### src/hw/vga_pkg.sv
package vga_pkg;

  // Pixel color, RRRGGGBB
  localparam int unsigned COLOR_W = 8;

  // Word index comes from address bits 3:2
  localparam int unsigned REG_IDX_LSB = 2;
  localparam int unsigned REG_IDX_W   = 2;

  localparam logic [REG_IDX_W-1:0] REG_CTRL   = 2'd0; // Enable, prescaler, resolution, mode
  localparam logic [REG_IDX_W-1:0] REG_COLOR  = 2'd1; // Both fill colors
  localparam logic [REG_IDX_W-1:0] REG_STATUS = 2'd2; // Read only
  // Index 3 is unmapped and reads zero

  // CTRL layout
  localparam int unsigned CTRL_EN_BIT    = 0;
  localparam int unsigned CTRL_PRESC_LSB = 4;
  localparam int unsigned CTRL_RES_LSB   = 8;
  localparam int unsigned CTRL_MODE_BIT  = 12; // 0 fill, 1 checkerboard

  // Field widths shared by all blocks
  localparam int unsigned PRESC_W = 4; // Strobe every prescaler+1 clocks
  localparam int unsigned RES_W   = 2; // Coordinate right shift

  // Largest legal shift, 3 is clamped to this
  localparam logic [RES_W-1:0] RES_MAX = 2'd2;

  // COLOR layout
  localparam int unsigned COLOR0_LSB = 0;
  localparam int unsigned COLOR1_LSB = 8;

  // STATUS layout
  localparam int unsigned STAT_VBLANK_BIT = 0;
  localparam int unsigned STAT_FRAME_LSB  = 16;
  localparam int unsigned FRAME_W         = 16; // Frame count wraps at 2**16

  // Position counters
  localparam int unsigned CNT_W = 11;

  // Coordinate bit that sets the checker cell size
  localparam int unsigned CHECK_BIT = 1;

endpackage

### src/hw/vga_wb_regs.sv
`timescale 1ns/10ps

module vga_wb_regs (
  input  logic                        wb_clk_i,
  input  logic                        wb_rst_i,
  // Wishbone classic slave
  input  logic                        wbs_cyc_i,
  input  logic                        wbs_stb_i,
  input  logic                        wbs_we_i,
  input  logic [3:0]                  wbs_sel_i,
  input  logic [31:0]                 wbs_adr_i,
  input  logic [31:0]                 wbs_dat_i,
  output logic                        wbs_ack_o,
  output logic [31:0]                 wbs_dat_o,
  // Status from the timing generator
  input  logic                        vblank_i,
  input  logic [vga_pkg::FRAME_W-1:0] frame_cnt_i,
  // Control to the video blocks
  output logic                        enable_o,
  output logic [vga_pkg::PRESC_W-1:0] presc_o,
  output logic [vga_pkg::RES_W-1:0]   res_shift_o,
  output logic                        mode_o,
  output logic [vga_pkg::COLOR_W-1:0] color0_o,
  output logic [vga_pkg::COLOR_W-1:0] color1_o
);
  import vga_pkg::*;

  logic [REG_IDX_W-1:0] reg_idx;  // Word index of the current transfer
  logic                 req;      // Transfer sampled this cycle
  logic                 wr_en;    // Write commits on this edge
  logic [RES_W-1:0]     res_q;    // Resolution field as written
  logic [31:0]          rd_data;  // Read mux, before ack gating

  assign reg_idx = wbs_adr_i[REG_IDX_LSB +: REG_IDX_W];
  assign req     = wbs_cyc_i && wbs_stb_i && !wbs_ack_o; // No new request during ack
  assign wr_en   = req && wbs_we_i;

  // Single cycle ack, one clock after the request is seen
  always_ff @(posedge wb_clk_i or posedge wb_rst_i) begin
    if (wb_rst_i) begin
      wbs_ack_o <= 1'b0;
    end else begin
      wbs_ack_o <= req;
    end
  end

  // CTRL, byte lanes follow sel
  always_ff @(posedge wb_clk_i or posedge wb_rst_i) begin
    if (wb_rst_i) begin
      enable_o <= 1'b0; // Display starts off
      presc_o  <= '0;
      res_q    <= '0;
      mode_o   <= 1'b0;
    end else if (wr_en && reg_idx == REG_CTRL) begin
      if (wbs_sel_i[CTRL_EN_BIT/8])    enable_o <= wbs_dat_i[CTRL_EN_BIT];
      if (wbs_sel_i[CTRL_PRESC_LSB/8]) presc_o  <= wbs_dat_i[CTRL_PRESC_LSB +: PRESC_W];
      if (wbs_sel_i[CTRL_RES_LSB/8])   res_q    <= wbs_dat_i[CTRL_RES_LSB +: RES_W];
      if (wbs_sel_i[CTRL_MODE_BIT/8])  mode_o   <= wbs_dat_i[CTRL_MODE_BIT];
    end
  end

  // COLOR, one byte per color
  always_ff @(posedge wb_clk_i or posedge wb_rst_i) begin
    if (wb_rst_i) begin
      color0_o <= '0;
      color1_o <= '0;
    end else if (wr_en && reg_idx == REG_COLOR) begin
      if (wbs_sel_i[COLOR0_LSB/8]) color0_o <= wbs_dat_i[COLOR0_LSB +: COLOR_W];
      if (wbs_sel_i[COLOR1_LSB/8]) color1_o <= wbs_dat_i[COLOR1_LSB +: COLOR_W];
    end
  end

  // Shift of 3 behaves as 2, readback shows the clamped value
  assign res_shift_o = (res_q > RES_MAX) ? RES_MAX : res_q;

  always_comb begin
    rd_data = '0;
    case (reg_idx)
      REG_CTRL: begin
        rd_data[CTRL_EN_BIT]               = enable_o;
        rd_data[CTRL_PRESC_LSB +: PRESC_W] = presc_o;
        rd_data[CTRL_RES_LSB +: RES_W]     = res_shift_o;
        rd_data[CTRL_MODE_BIT]             = mode_o;
      end
      REG_COLOR: begin
        rd_data[COLOR0_LSB +: COLOR_W] = color0_o;
        rd_data[COLOR1_LSB +: COLOR_W] = color1_o;
      end
      REG_STATUS: begin
        rd_data[STAT_VBLANK_BIT]           = vblank_i;
        rd_data[STAT_FRAME_LSB +: FRAME_W] = frame_cnt_i;
      end
      default: ; // Unmapped word reads zero
    endcase
  end

  // Address is still held by the master while ack is high
  assign wbs_dat_o = wbs_ack_o ? rd_data : '0;

  // Ack is a one cycle pulse
  a_ack_pulse : assert property (@(posedge wb_clk_i) disable iff (wb_rst_i)
    wbs_ack_o |=> !wbs_ack_o)
    else $error("ack high for two cycles");

  // Ack answers a request from the cycle before
  a_ack_req : assert property (@(posedge wb_clk_i) disable iff (wb_rst_i)
    wbs_ack_o |-> $past(wbs_cyc_i && wbs_stb_i))
    else $error("ack without a preceding request");

endmodule

### src/hw/vga_timing.sv
`timescale 1ns/10ps

module vga_timing #(
  parameter int H_ACTIVE = 640,
  parameter int H_FPORCH = 16,
  parameter int H_SYNC   = 96,
  parameter int H_BPORCH = 48,
  parameter int V_ACTIVE = 480,
  parameter int V_FPORCH = 10,
  parameter int V_SYNC   = 2,
  parameter int V_BPORCH = 33
) (
  input  logic                        wb_clk_i,
  input  logic                        wb_rst_i,
  input  logic                        enable_i,
  input  logic [vga_pkg::PRESC_W-1:0] presc_i,
  input  logic [vga_pkg::RES_W-1:0]   res_shift_i,
  output logic                        active_o,
  output logic [vga_pkg::CNT_W-1:0]   x_o,
  output logic [vga_pkg::CNT_W-1:0]   y_o,
  output logic                        hsync_n_o,
  output logic                        vsync_n_o,
  output logic                        vblank_o,
  output logic [vga_pkg::FRAME_W-1:0] frame_cnt_o
);
  import vga_pkg::*;

  // Segment boundaries at base resolution
  localparam int H_TOTAL      = H_ACTIVE + H_FPORCH + H_SYNC + H_BPORCH;
  localparam int H_SYNC_START = H_ACTIVE + H_FPORCH;
  localparam int H_SYNC_END   = H_SYNC_START + H_SYNC;
  localparam int V_TOTAL      = V_ACTIVE + V_FPORCH + V_SYNC + V_BPORCH;
  localparam int V_SYNC_START = V_ACTIVE + V_FPORCH;
  localparam int V_SYNC_END   = V_SYNC_START + V_SYNC;

  logic [PRESC_W-1:0] presc_cnt;  // Clocks since last strobe
  logic [CNT_W-1:0]   h_cnt;      // Base horizontal position
  logic [CNT_W-1:0]   v_cnt;      // Base vertical position
  logic               pix_stb;    // One pixel step
  logic               line_end;
  logic               frame_end;
  logic               h_vis;
  logic               v_vis;
  logic               h_in_sync;
  logic               v_in_sync;

  // >= so that lowering the prescaler mid count never stalls
  assign pix_stb   = enable_i && (presc_cnt >= presc_i);
  assign line_end  = (h_cnt == CNT_W'(H_TOTAL - 1));
  assign frame_end = (v_cnt == CNT_W'(V_TOTAL - 1));

  // Prescaler, held at zero while disabled
  always_ff @(posedge wb_clk_i or posedge wb_rst_i) begin
    if (wb_rst_i) begin
      presc_cnt <= '0;
    end else if (!enable_i || pix_stb) begin
      presc_cnt <= '0;
    end else begin
      presc_cnt <= presc_cnt + 1'b1;
    end
  end

  // Position counters
  always_ff @(posedge wb_clk_i or posedge wb_rst_i) begin
    if (wb_rst_i) begin
      h_cnt <= '0;
      v_cnt <= '0;
    end else if (!enable_i) begin
      h_cnt <= '0; // Restart from the top left on next enable
      v_cnt <= '0;
    end else if (pix_stb) begin
      if (line_end) begin
        h_cnt <= '0;
        v_cnt <= frame_end ? '0 : v_cnt + 1'b1;
      end else begin
        h_cnt <= h_cnt + 1'b1;
      end
    end
  end

  // Completed frames, free running across disable
  always_ff @(posedge wb_clk_i or posedge wb_rst_i) begin
    if (wb_rst_i) begin
      frame_cnt_o <= '0;
    end else if (pix_stb && line_end && frame_end) begin
      frame_cnt_o <= frame_cnt_o + 1'b1; // Wraps naturally
    end
  end

  // Segment decode
  assign h_vis     = (h_cnt < CNT_W'(H_ACTIVE));
  assign v_vis     = (v_cnt < CNT_W'(V_ACTIVE));
  assign h_in_sync = (h_cnt >= CNT_W'(H_SYNC_START)) && (h_cnt < CNT_W'(H_SYNC_END));
  assign v_in_sync = (v_cnt >= CNT_W'(V_SYNC_START)) && (v_cnt < CNT_W'(V_SYNC_END));

  assign active_o  = h_vis && v_vis;
  assign hsync_n_o = !h_in_sync; // Sync is active low
  assign vsync_n_o = !v_in_sync;
  assign vblank_o  = !v_vis;

  // Scaled coordinates for the pixel stage
  assign x_o = h_cnt >> res_shift_i;
  assign y_o = v_cnt >> res_shift_i;

  // Counters never leave their frame
  a_h_range : assert property (@(posedge wb_clk_i) disable iff (wb_rst_i)
    h_cnt < CNT_W'(H_TOTAL))
    else $error("horizontal counter past line total");

  a_v_range : assert property (@(posedge wb_clk_i) disable iff (wb_rst_i)
    v_cnt < CNT_W'(V_TOTAL))
    else $error("vertical counter past frame total");

endmodule

### src/hw/vga_pixel_out.sv
`timescale 1ns/10ps

module vga_pixel_out (
  input  logic                        wb_clk_i,
  input  logic                        wb_rst_i,
  input  logic                        enable_i,
  input  logic                        mode_i,    // 0 fill, 1 checker
  input  logic [vga_pkg::COLOR_W-1:0] color0_i,
  input  logic [vga_pkg::COLOR_W-1:0] color1_i,
  input  logic                        active_i,
  input  logic [vga_pkg::CNT_W-1:0]   x_i,       // Scaled coordinates
  input  logic [vga_pkg::CNT_W-1:0]   y_i,
  input  logic                        hsync_n_i,
  input  logic                        vsync_n_i,
  output logic [vga_pkg::COLOR_W-1:0] pixel_o,
  output logic                        hsync_o,
  output logic                        vsync_o
);
  import vga_pkg::*;

  logic               cell_odd;   // Checker cell takes color1
  logic [COLOR_W-1:0] pix_next;   // Color for the current position

  assign cell_odd = x_i[CHECK_BIT] ^ y_i[CHECK_BIT];

  // Pattern select
  always_comb begin
    if (!active_i) begin
      pix_next = '0; // Black in porches and sync
    end else if (mode_i && cell_odd) begin
      pix_next = color1_i;
    end else begin
      pix_next = color0_i;
    end
  end

  // Pixel and syncs leave together, one clock after the counters
  always_ff @(posedge wb_clk_i or posedge wb_rst_i) begin
    if (wb_rst_i) begin
      pixel_o <= '0;
      hsync_o <= 1'b1; // Idle high
      vsync_o <= 1'b1;
    end else if (!enable_i) begin
      pixel_o <= '0;
      hsync_o <= 1'b1;
      vsync_o <= 1'b1;
    end else begin
      pixel_o <= pix_next;
      hsync_o <= hsync_n_i;
      vsync_o <= vsync_n_i;
    end
  end

endmodule

### src/hw/vga_top.sv
`timescale 1ns/10ps

module vga_top #(
  parameter int H_ACTIVE = 640,
  parameter int H_FPORCH = 16,
  parameter int H_SYNC   = 96,
  parameter int H_BPORCH = 48,
  parameter int V_ACTIVE = 480,
  parameter int V_FPORCH = 10,
  parameter int V_SYNC   = 2,
  parameter int V_BPORCH = 33
) (
  input  logic                        wb_clk_i,
  input  logic                        wb_rst_i,
  // Wishbone slave
  input  logic                        wbs_cyc_i,
  input  logic                        wbs_stb_i,
  input  logic                        wbs_we_i,
  input  logic [3:0]                  wbs_sel_i,
  input  logic [31:0]                 wbs_adr_i,
  input  logic [31:0]                 wbs_dat_i,
  output logic                        wbs_ack_o,
  output logic [31:0]                 wbs_dat_o,
  // Video
  output logic [vga_pkg::COLOR_W-1:0] pixel_o,
  output logic                        hsync_o,
  output logic                        vsync_o
);
  import vga_pkg::*;

  // Register block to video
  logic               enable;
  logic [PRESC_W-1:0] presc;
  logic [RES_W-1:0]   res_shift;
  logic               mode;
  logic [COLOR_W-1:0] color0;
  logic [COLOR_W-1:0] color1;

  // Timing to pixel stage and status
  logic               active;
  logic [CNT_W-1:0]   x;
  logic [CNT_W-1:0]   y;
  logic               hsync_n;
  logic               vsync_n;
  logic               vblank;
  logic [FRAME_W-1:0] frame_cnt;

  vga_wb_regs vga_wb_regs_i (
    .wb_clk_i    (wb_clk_i),
    .wb_rst_i    (wb_rst_i),
    .wbs_cyc_i   (wbs_cyc_i),
    .wbs_stb_i   (wbs_stb_i),
    .wbs_we_i    (wbs_we_i),
    .wbs_sel_i   (wbs_sel_i),
    .wbs_adr_i   (wbs_adr_i),
    .wbs_dat_i   (wbs_dat_i),
    .wbs_ack_o   (wbs_ack_o),
    .wbs_dat_o   (wbs_dat_o),
    .vblank_i    (vblank),
    .frame_cnt_i (frame_cnt),
    .enable_o    (enable),
    .presc_o     (presc),
    .res_shift_o (res_shift),
    .mode_o      (mode),
    .color0_o    (color0),
    .color1_o    (color1)
  );

  vga_timing #(
    .H_ACTIVE (H_ACTIVE),
    .H_FPORCH (H_FPORCH),
    .H_SYNC   (H_SYNC),
    .H_BPORCH (H_BPORCH),
    .V_ACTIVE (V_ACTIVE),
    .V_FPORCH (V_FPORCH),
    .V_SYNC   (V_SYNC),
    .V_BPORCH (V_BPORCH)
  ) vga_timing_i (
    .wb_clk_i    (wb_clk_i),
    .wb_rst_i    (wb_rst_i),
    .enable_i    (enable),
    .presc_i     (presc),
    .res_shift_i (res_shift),
    .active_o    (active),
    .x_o         (x),
    .y_o         (y),
    .hsync_n_o   (hsync_n),
    .vsync_n_o   (vsync_n),
    .vblank_o    (vblank),
    .frame_cnt_o (frame_cnt)
  );

  vga_pixel_out vga_pixel_out_i (
    .wb_clk_i  (wb_clk_i),
    .wb_rst_i  (wb_rst_i),
    .enable_i  (enable),
    .mode_i    (mode),
    .color0_i  (color0),
    .color1_i  (color1),
    .active_i  (active),
    .x_i       (x),
    .y_i       (y),
    .hsync_n_i (hsync_n),
    .vsync_n_i (vsync_n),
    .pixel_o   (pixel_o),
    .hsync_o   (hsync_o),
    .vsync_o   (vsync_o)
  );

endmodule

### config.mk
export PLATFORM = sky130hd
export DESIGN_NAME = vga_top
export DESIGN_NICKNAME = d
export VERILOG_FILES = /design/src/hw/vga_pkg.sv /design/src/hw/vga_wb_regs.sv /design/src/hw/vga_timing.sv /design/src/hw/vga_pixel_out.sv /design/src/hw/vga_top.sv
export SDC_FILE = /design/constraint.sdc
export NUM_CORES = 1
export LEC_CHECK = 0
export BUFFER_PORTS_ARGS = -buffer_cell sky130_fd_sc_hd__buf_2
export CAP_MARGIN = 0
export CORE_UTILIZATION = 47
export CTS_CLUSTER_DIAMETER = 50
export DETAILED_ROUTE_END_ITERATION = 8
export PLACE_DENSITY = 0.74
export SLEW_MARGIN = 20
export SYNTH_ARGS = -nofsm -noshare
export SYNTH_HDL_FRONTEND = slang
export SYNTH_SLANG_ARGS = --single-unit
### constraint.sdc
create_clock -name wb_clk_i -period 6.7 [get_ports wb_clk_i]
set_input_delay 0.67 -clock wb_clk_i [delete_from_list [all_inputs] [get_ports wb_clk_i]]
set_output_delay 0.67 -clock wb_clk_i [all_outputs]
set_load 0.03 [all_outputs]
==> metrics.cfg <==
[power_and_ir_drop]
internal_power_mw=0.771
p_switching_mw=0.296
peakVddDrop_mv=0.106
p_per_area_mw_per_mm2=230
p_sw_share_pct=27.8
comb_power_share_pct=13.4
p_seq_share_pct=49.6
power_frac_clock_pct=37.0
p_leak_nw=2.23
power.total_mw=1.07

[layout]
final_cell_mix=dfrtp_1, buf_2, mux2_2, nor2_1, nand2_1
nets=526
drive_above_1_share_pct=26.9
nFillCells=711
regArea_mm2=0.00193
multi_input_area_mm2=0.00195
synthToLayoutAreaGrowth_pct=16.6
final_common_cell=dfrtp_1
design_area_mm2=0.00464
antenna-diode-count=0

[timing]
worst_pin_slew_ns=0.949
rsz0062_at_grt=false
fin_tns_setup_ns=0
fin_crit_ns=3.02
hold_viol=0
slew_violations=0
setup_viol=0
fin_ws_ns=3.68
max_clock_freq_mhz=331
fin_crit_sh_pct=45.1
fin_hold_ws_ns=0.479
fin_skew_ns=0.0111
maxSlewHeadroom_pct=36.7

[outcome]
outcome=finished clean

[critical_path]
worst-r2r-cell-count=6
max_stage_delay_ns=0.62
cp_slowest_cell=or4_4
r2r-start=vga_timing_i.h_cnt[1]$_DFFE_PP0P_
path_class=flop to flop
r2r-end=vga_timing_i.v_cnt[9]$_DFFE_PP0P_
worst_setup_path_end_kind=flop
arrival_ns=3.27
cp_common_cell=or3_1
path_buf_inv=0
crit_path_cell_trace=ha_1 > nand3_1 > or4_4 > or3_1 > or3_1 > o41ai_2
crit_family=simple AND/OR/NAND/NOR gates
critical_path_required_ns=6.95
r2r_slack_ns=3.68
path_max_fanout=16
crit_path_start_kind=flop

[logic_synthesis]
yosysWarningCount=0
syn-cell-area_mm2=0.00398
synth_top_family_by_area=simple AND/OR/NAND/NOR gates
seq_area_frac_synth_pct=48.5
avgSynthCellArea_um2=10.5
synth_ff_type=dfrtp_1
synth-edff-count=0
muxShareOfSynthArea_pct=11.1
synth_xor_area_share_pct=4.84
synthDistinctLibCells=47
synth-async-reset-ratio_pct=100
synthAdderAreaFrac_pct=2.83
ys_ff_latch=77
postSynthCellCount=378
synth_compound_area_share_pct=7.86
synth_simple_gate_area_share_pct=22.1
synth_nets=460

[grt]
antenna_found_initial=0
grt_pass1_vias=2918
grt_pass1_wl_mm=14.0
grt_util_all_layers_pct=20.4
grt_max_degree=78
grt_overflow_total=0

[place]
place_area_mm2=0.00441
portBuffers=67
dpl.hpwl_mm=5.83
place_congestion=0.807
pre_cts_slack_ns=3.69

[min_path]
whs_path_depth=1
hold_class=flop to flop
min_to=vga_timing_i.frame_cnt_o[15]$_DFFE_PP0P_
worstHoldStart=vga_timing_i.frame_cnt_o[15]$_DFFE_PP0P_

[clocking]
cts_buffer_depth=2
ctsResizeCount=0
clk_pin_slew_ns=0.08
postCtsHoldBufs=0
cts_buffers=9
clock-sinks=77
cts_tree=done
cts.htree.levels=3
clk_latency_ns=0.35
cts-root-buf=clkbuf_8
post_cts_buffers=0

[die]
die_area_mm2=0.00884
row_count=33
pin_count=116
die_w_um=94.0
die_y_um=94.0
core_mm2=0.00822
start_util_pct=48.4

[drt]
vias_per_cell=5.47
dr.first_iter.drc_count=185
routed_wl_mm=8.31
wl_per_cell_um=15.0
routed-via-count=3033
ant_nets=0
drc=0
firstDrtPassIters=4

[run]
maxCapViolations=0

final cells by class:
type	instances	area share, %
Tap cell	105	2.83
Clock buffer	10	2.75
Sequential cell	77	41.6
Inverter	12	0.971
Multi-Input combinational cell	274	42.1
Clock inverter	6	2.02
Timing Repair Buffer	70	7.72
Yosys cell counts, types with 2 or more instances:
cell type	instances	share of area [%]
o21a_1	4	0.75
o32ai_1	5	1.1
nor2b_1	2	0.31
nor4b_1	2	0.44
dfstp_2	2	1.3
a21oi_1	18	2.3
mux2i_1	16	4.0
nand3b_1	2	0.38
and2_1	19	3.0
nand2b_1	3	0.47
or3_1	11	1.7
dfrtp_1	75	47
nor3b_1	4	0.75
inv_1	12	1.1
mux2_2	25	7.1
nand2_1	22	2.1
nor4_1	2	0.31
nand4_1	9	1.4
o41ai_2	2	0.82
o21ai_0	8	1.0
xnor2_1	17	3.7
buf_2	2	0.25
nand3_1	18	2.3
o211ai_1	3	0.57
o31ai_1	4	0.75
or4_1	5	0.94
or2_2	2	0.31
clkbuf_1	11	1.0
nor2_1	25	2.4
nor3_1	5	0.63
ha_1	9	2.8
xor2_1	5	1.1
and4_1	3	0.66
and3_1	13	2.0
stage by stage:
stage,std cells,util [%]
2_1_floorplan,378,-
3_3_place_gp,537,53.5
3_5_place_dp,537,53.6
4_1_cts,553,56.3
5_1_grt,554,56.4
6_report,554,56.4
cell families (layout without fill, tap and decap cells):
family,Yosys count,in the layout
simple gates,155,155
flops,77,77
xor+xnor,22,22
compound gates,47,47
mux,41,41
buf+inv,27,98
fa+ha+maj,9,9
worst max path at each step:
stage,startpoint,to,slack (ns),cells after the start
floorplan,vga_timing_i.presc_cnt[0]$_DFF_PP0_,vga_timing_i.h_cnt[2]$_DFFE_PP0P_,4.04,9
global placement,vga_timing_i.v_cnt[1]$_DFFE_PP0P_,vga_timing_i.frame_cnt_o[1]$_DFFE_PP0P_,3.63,6
detailed placement,vga_timing_i.h_cnt[1]$_DFFE_PP0P_,vga_timing_i.v_cnt[7]$_DFFE_PP0P_,3.69,6
CTS,vga_timing_i.h_cnt[1]$_DFFE_PP0P_,vga_timing_i.v_cnt[7]$_DFFE_PP0P_,3.67,6
global route,vga_timing_i.h_cnt[1]$_DFFE_PP0P_,vga_timing_i.v_cnt[5]$_DFFE_PP0P_,3.46,6
finish,vga_timing_i.h_cnt[1]$_DFFE_PP0P_,vga_timing_i.v_cnt[9]$_DFFE_PP0P_,3.68,6
layer usage:
metal  vias up  routed length (µm)  GRT usage, %
met4         0                 108          5.77
li1       1499                   -             -
met1      1469                3880          28.1
met3         9                 331          4.61
met5         -                   0             0
met2        56                3990          32.2
state kept, by name (all words and copies together) (netlist names), 4 cells and up:
signal / count
vga_wb_regs_i.color0_o: 8
vga_timing_i.presc_cnt: 4
vga_timing_i.v_cnt: 11
vga_wb_regs_i.presc_o: 4
vga_timing_i.frame_cnt_o: 16
vga_pixel_out_i.pixel_o: 8
vga_timing_i.h_cnt: 11
vga_wb_regs_i.color1_o: 8
power groups by stage:
stage                     clock, mW  combinational, mW  sequential (mW)
final                         0.395              0.143            0.529
after global routing          0.422              0.160            0.535
after CTS                     0.400              0.145            0.529
after detailed placement          0              0.144            0.539
after global placement            0              0.138            0.537
after floorplan                   0             0.0977            0.535
Power figures use the tool's default switching activity.
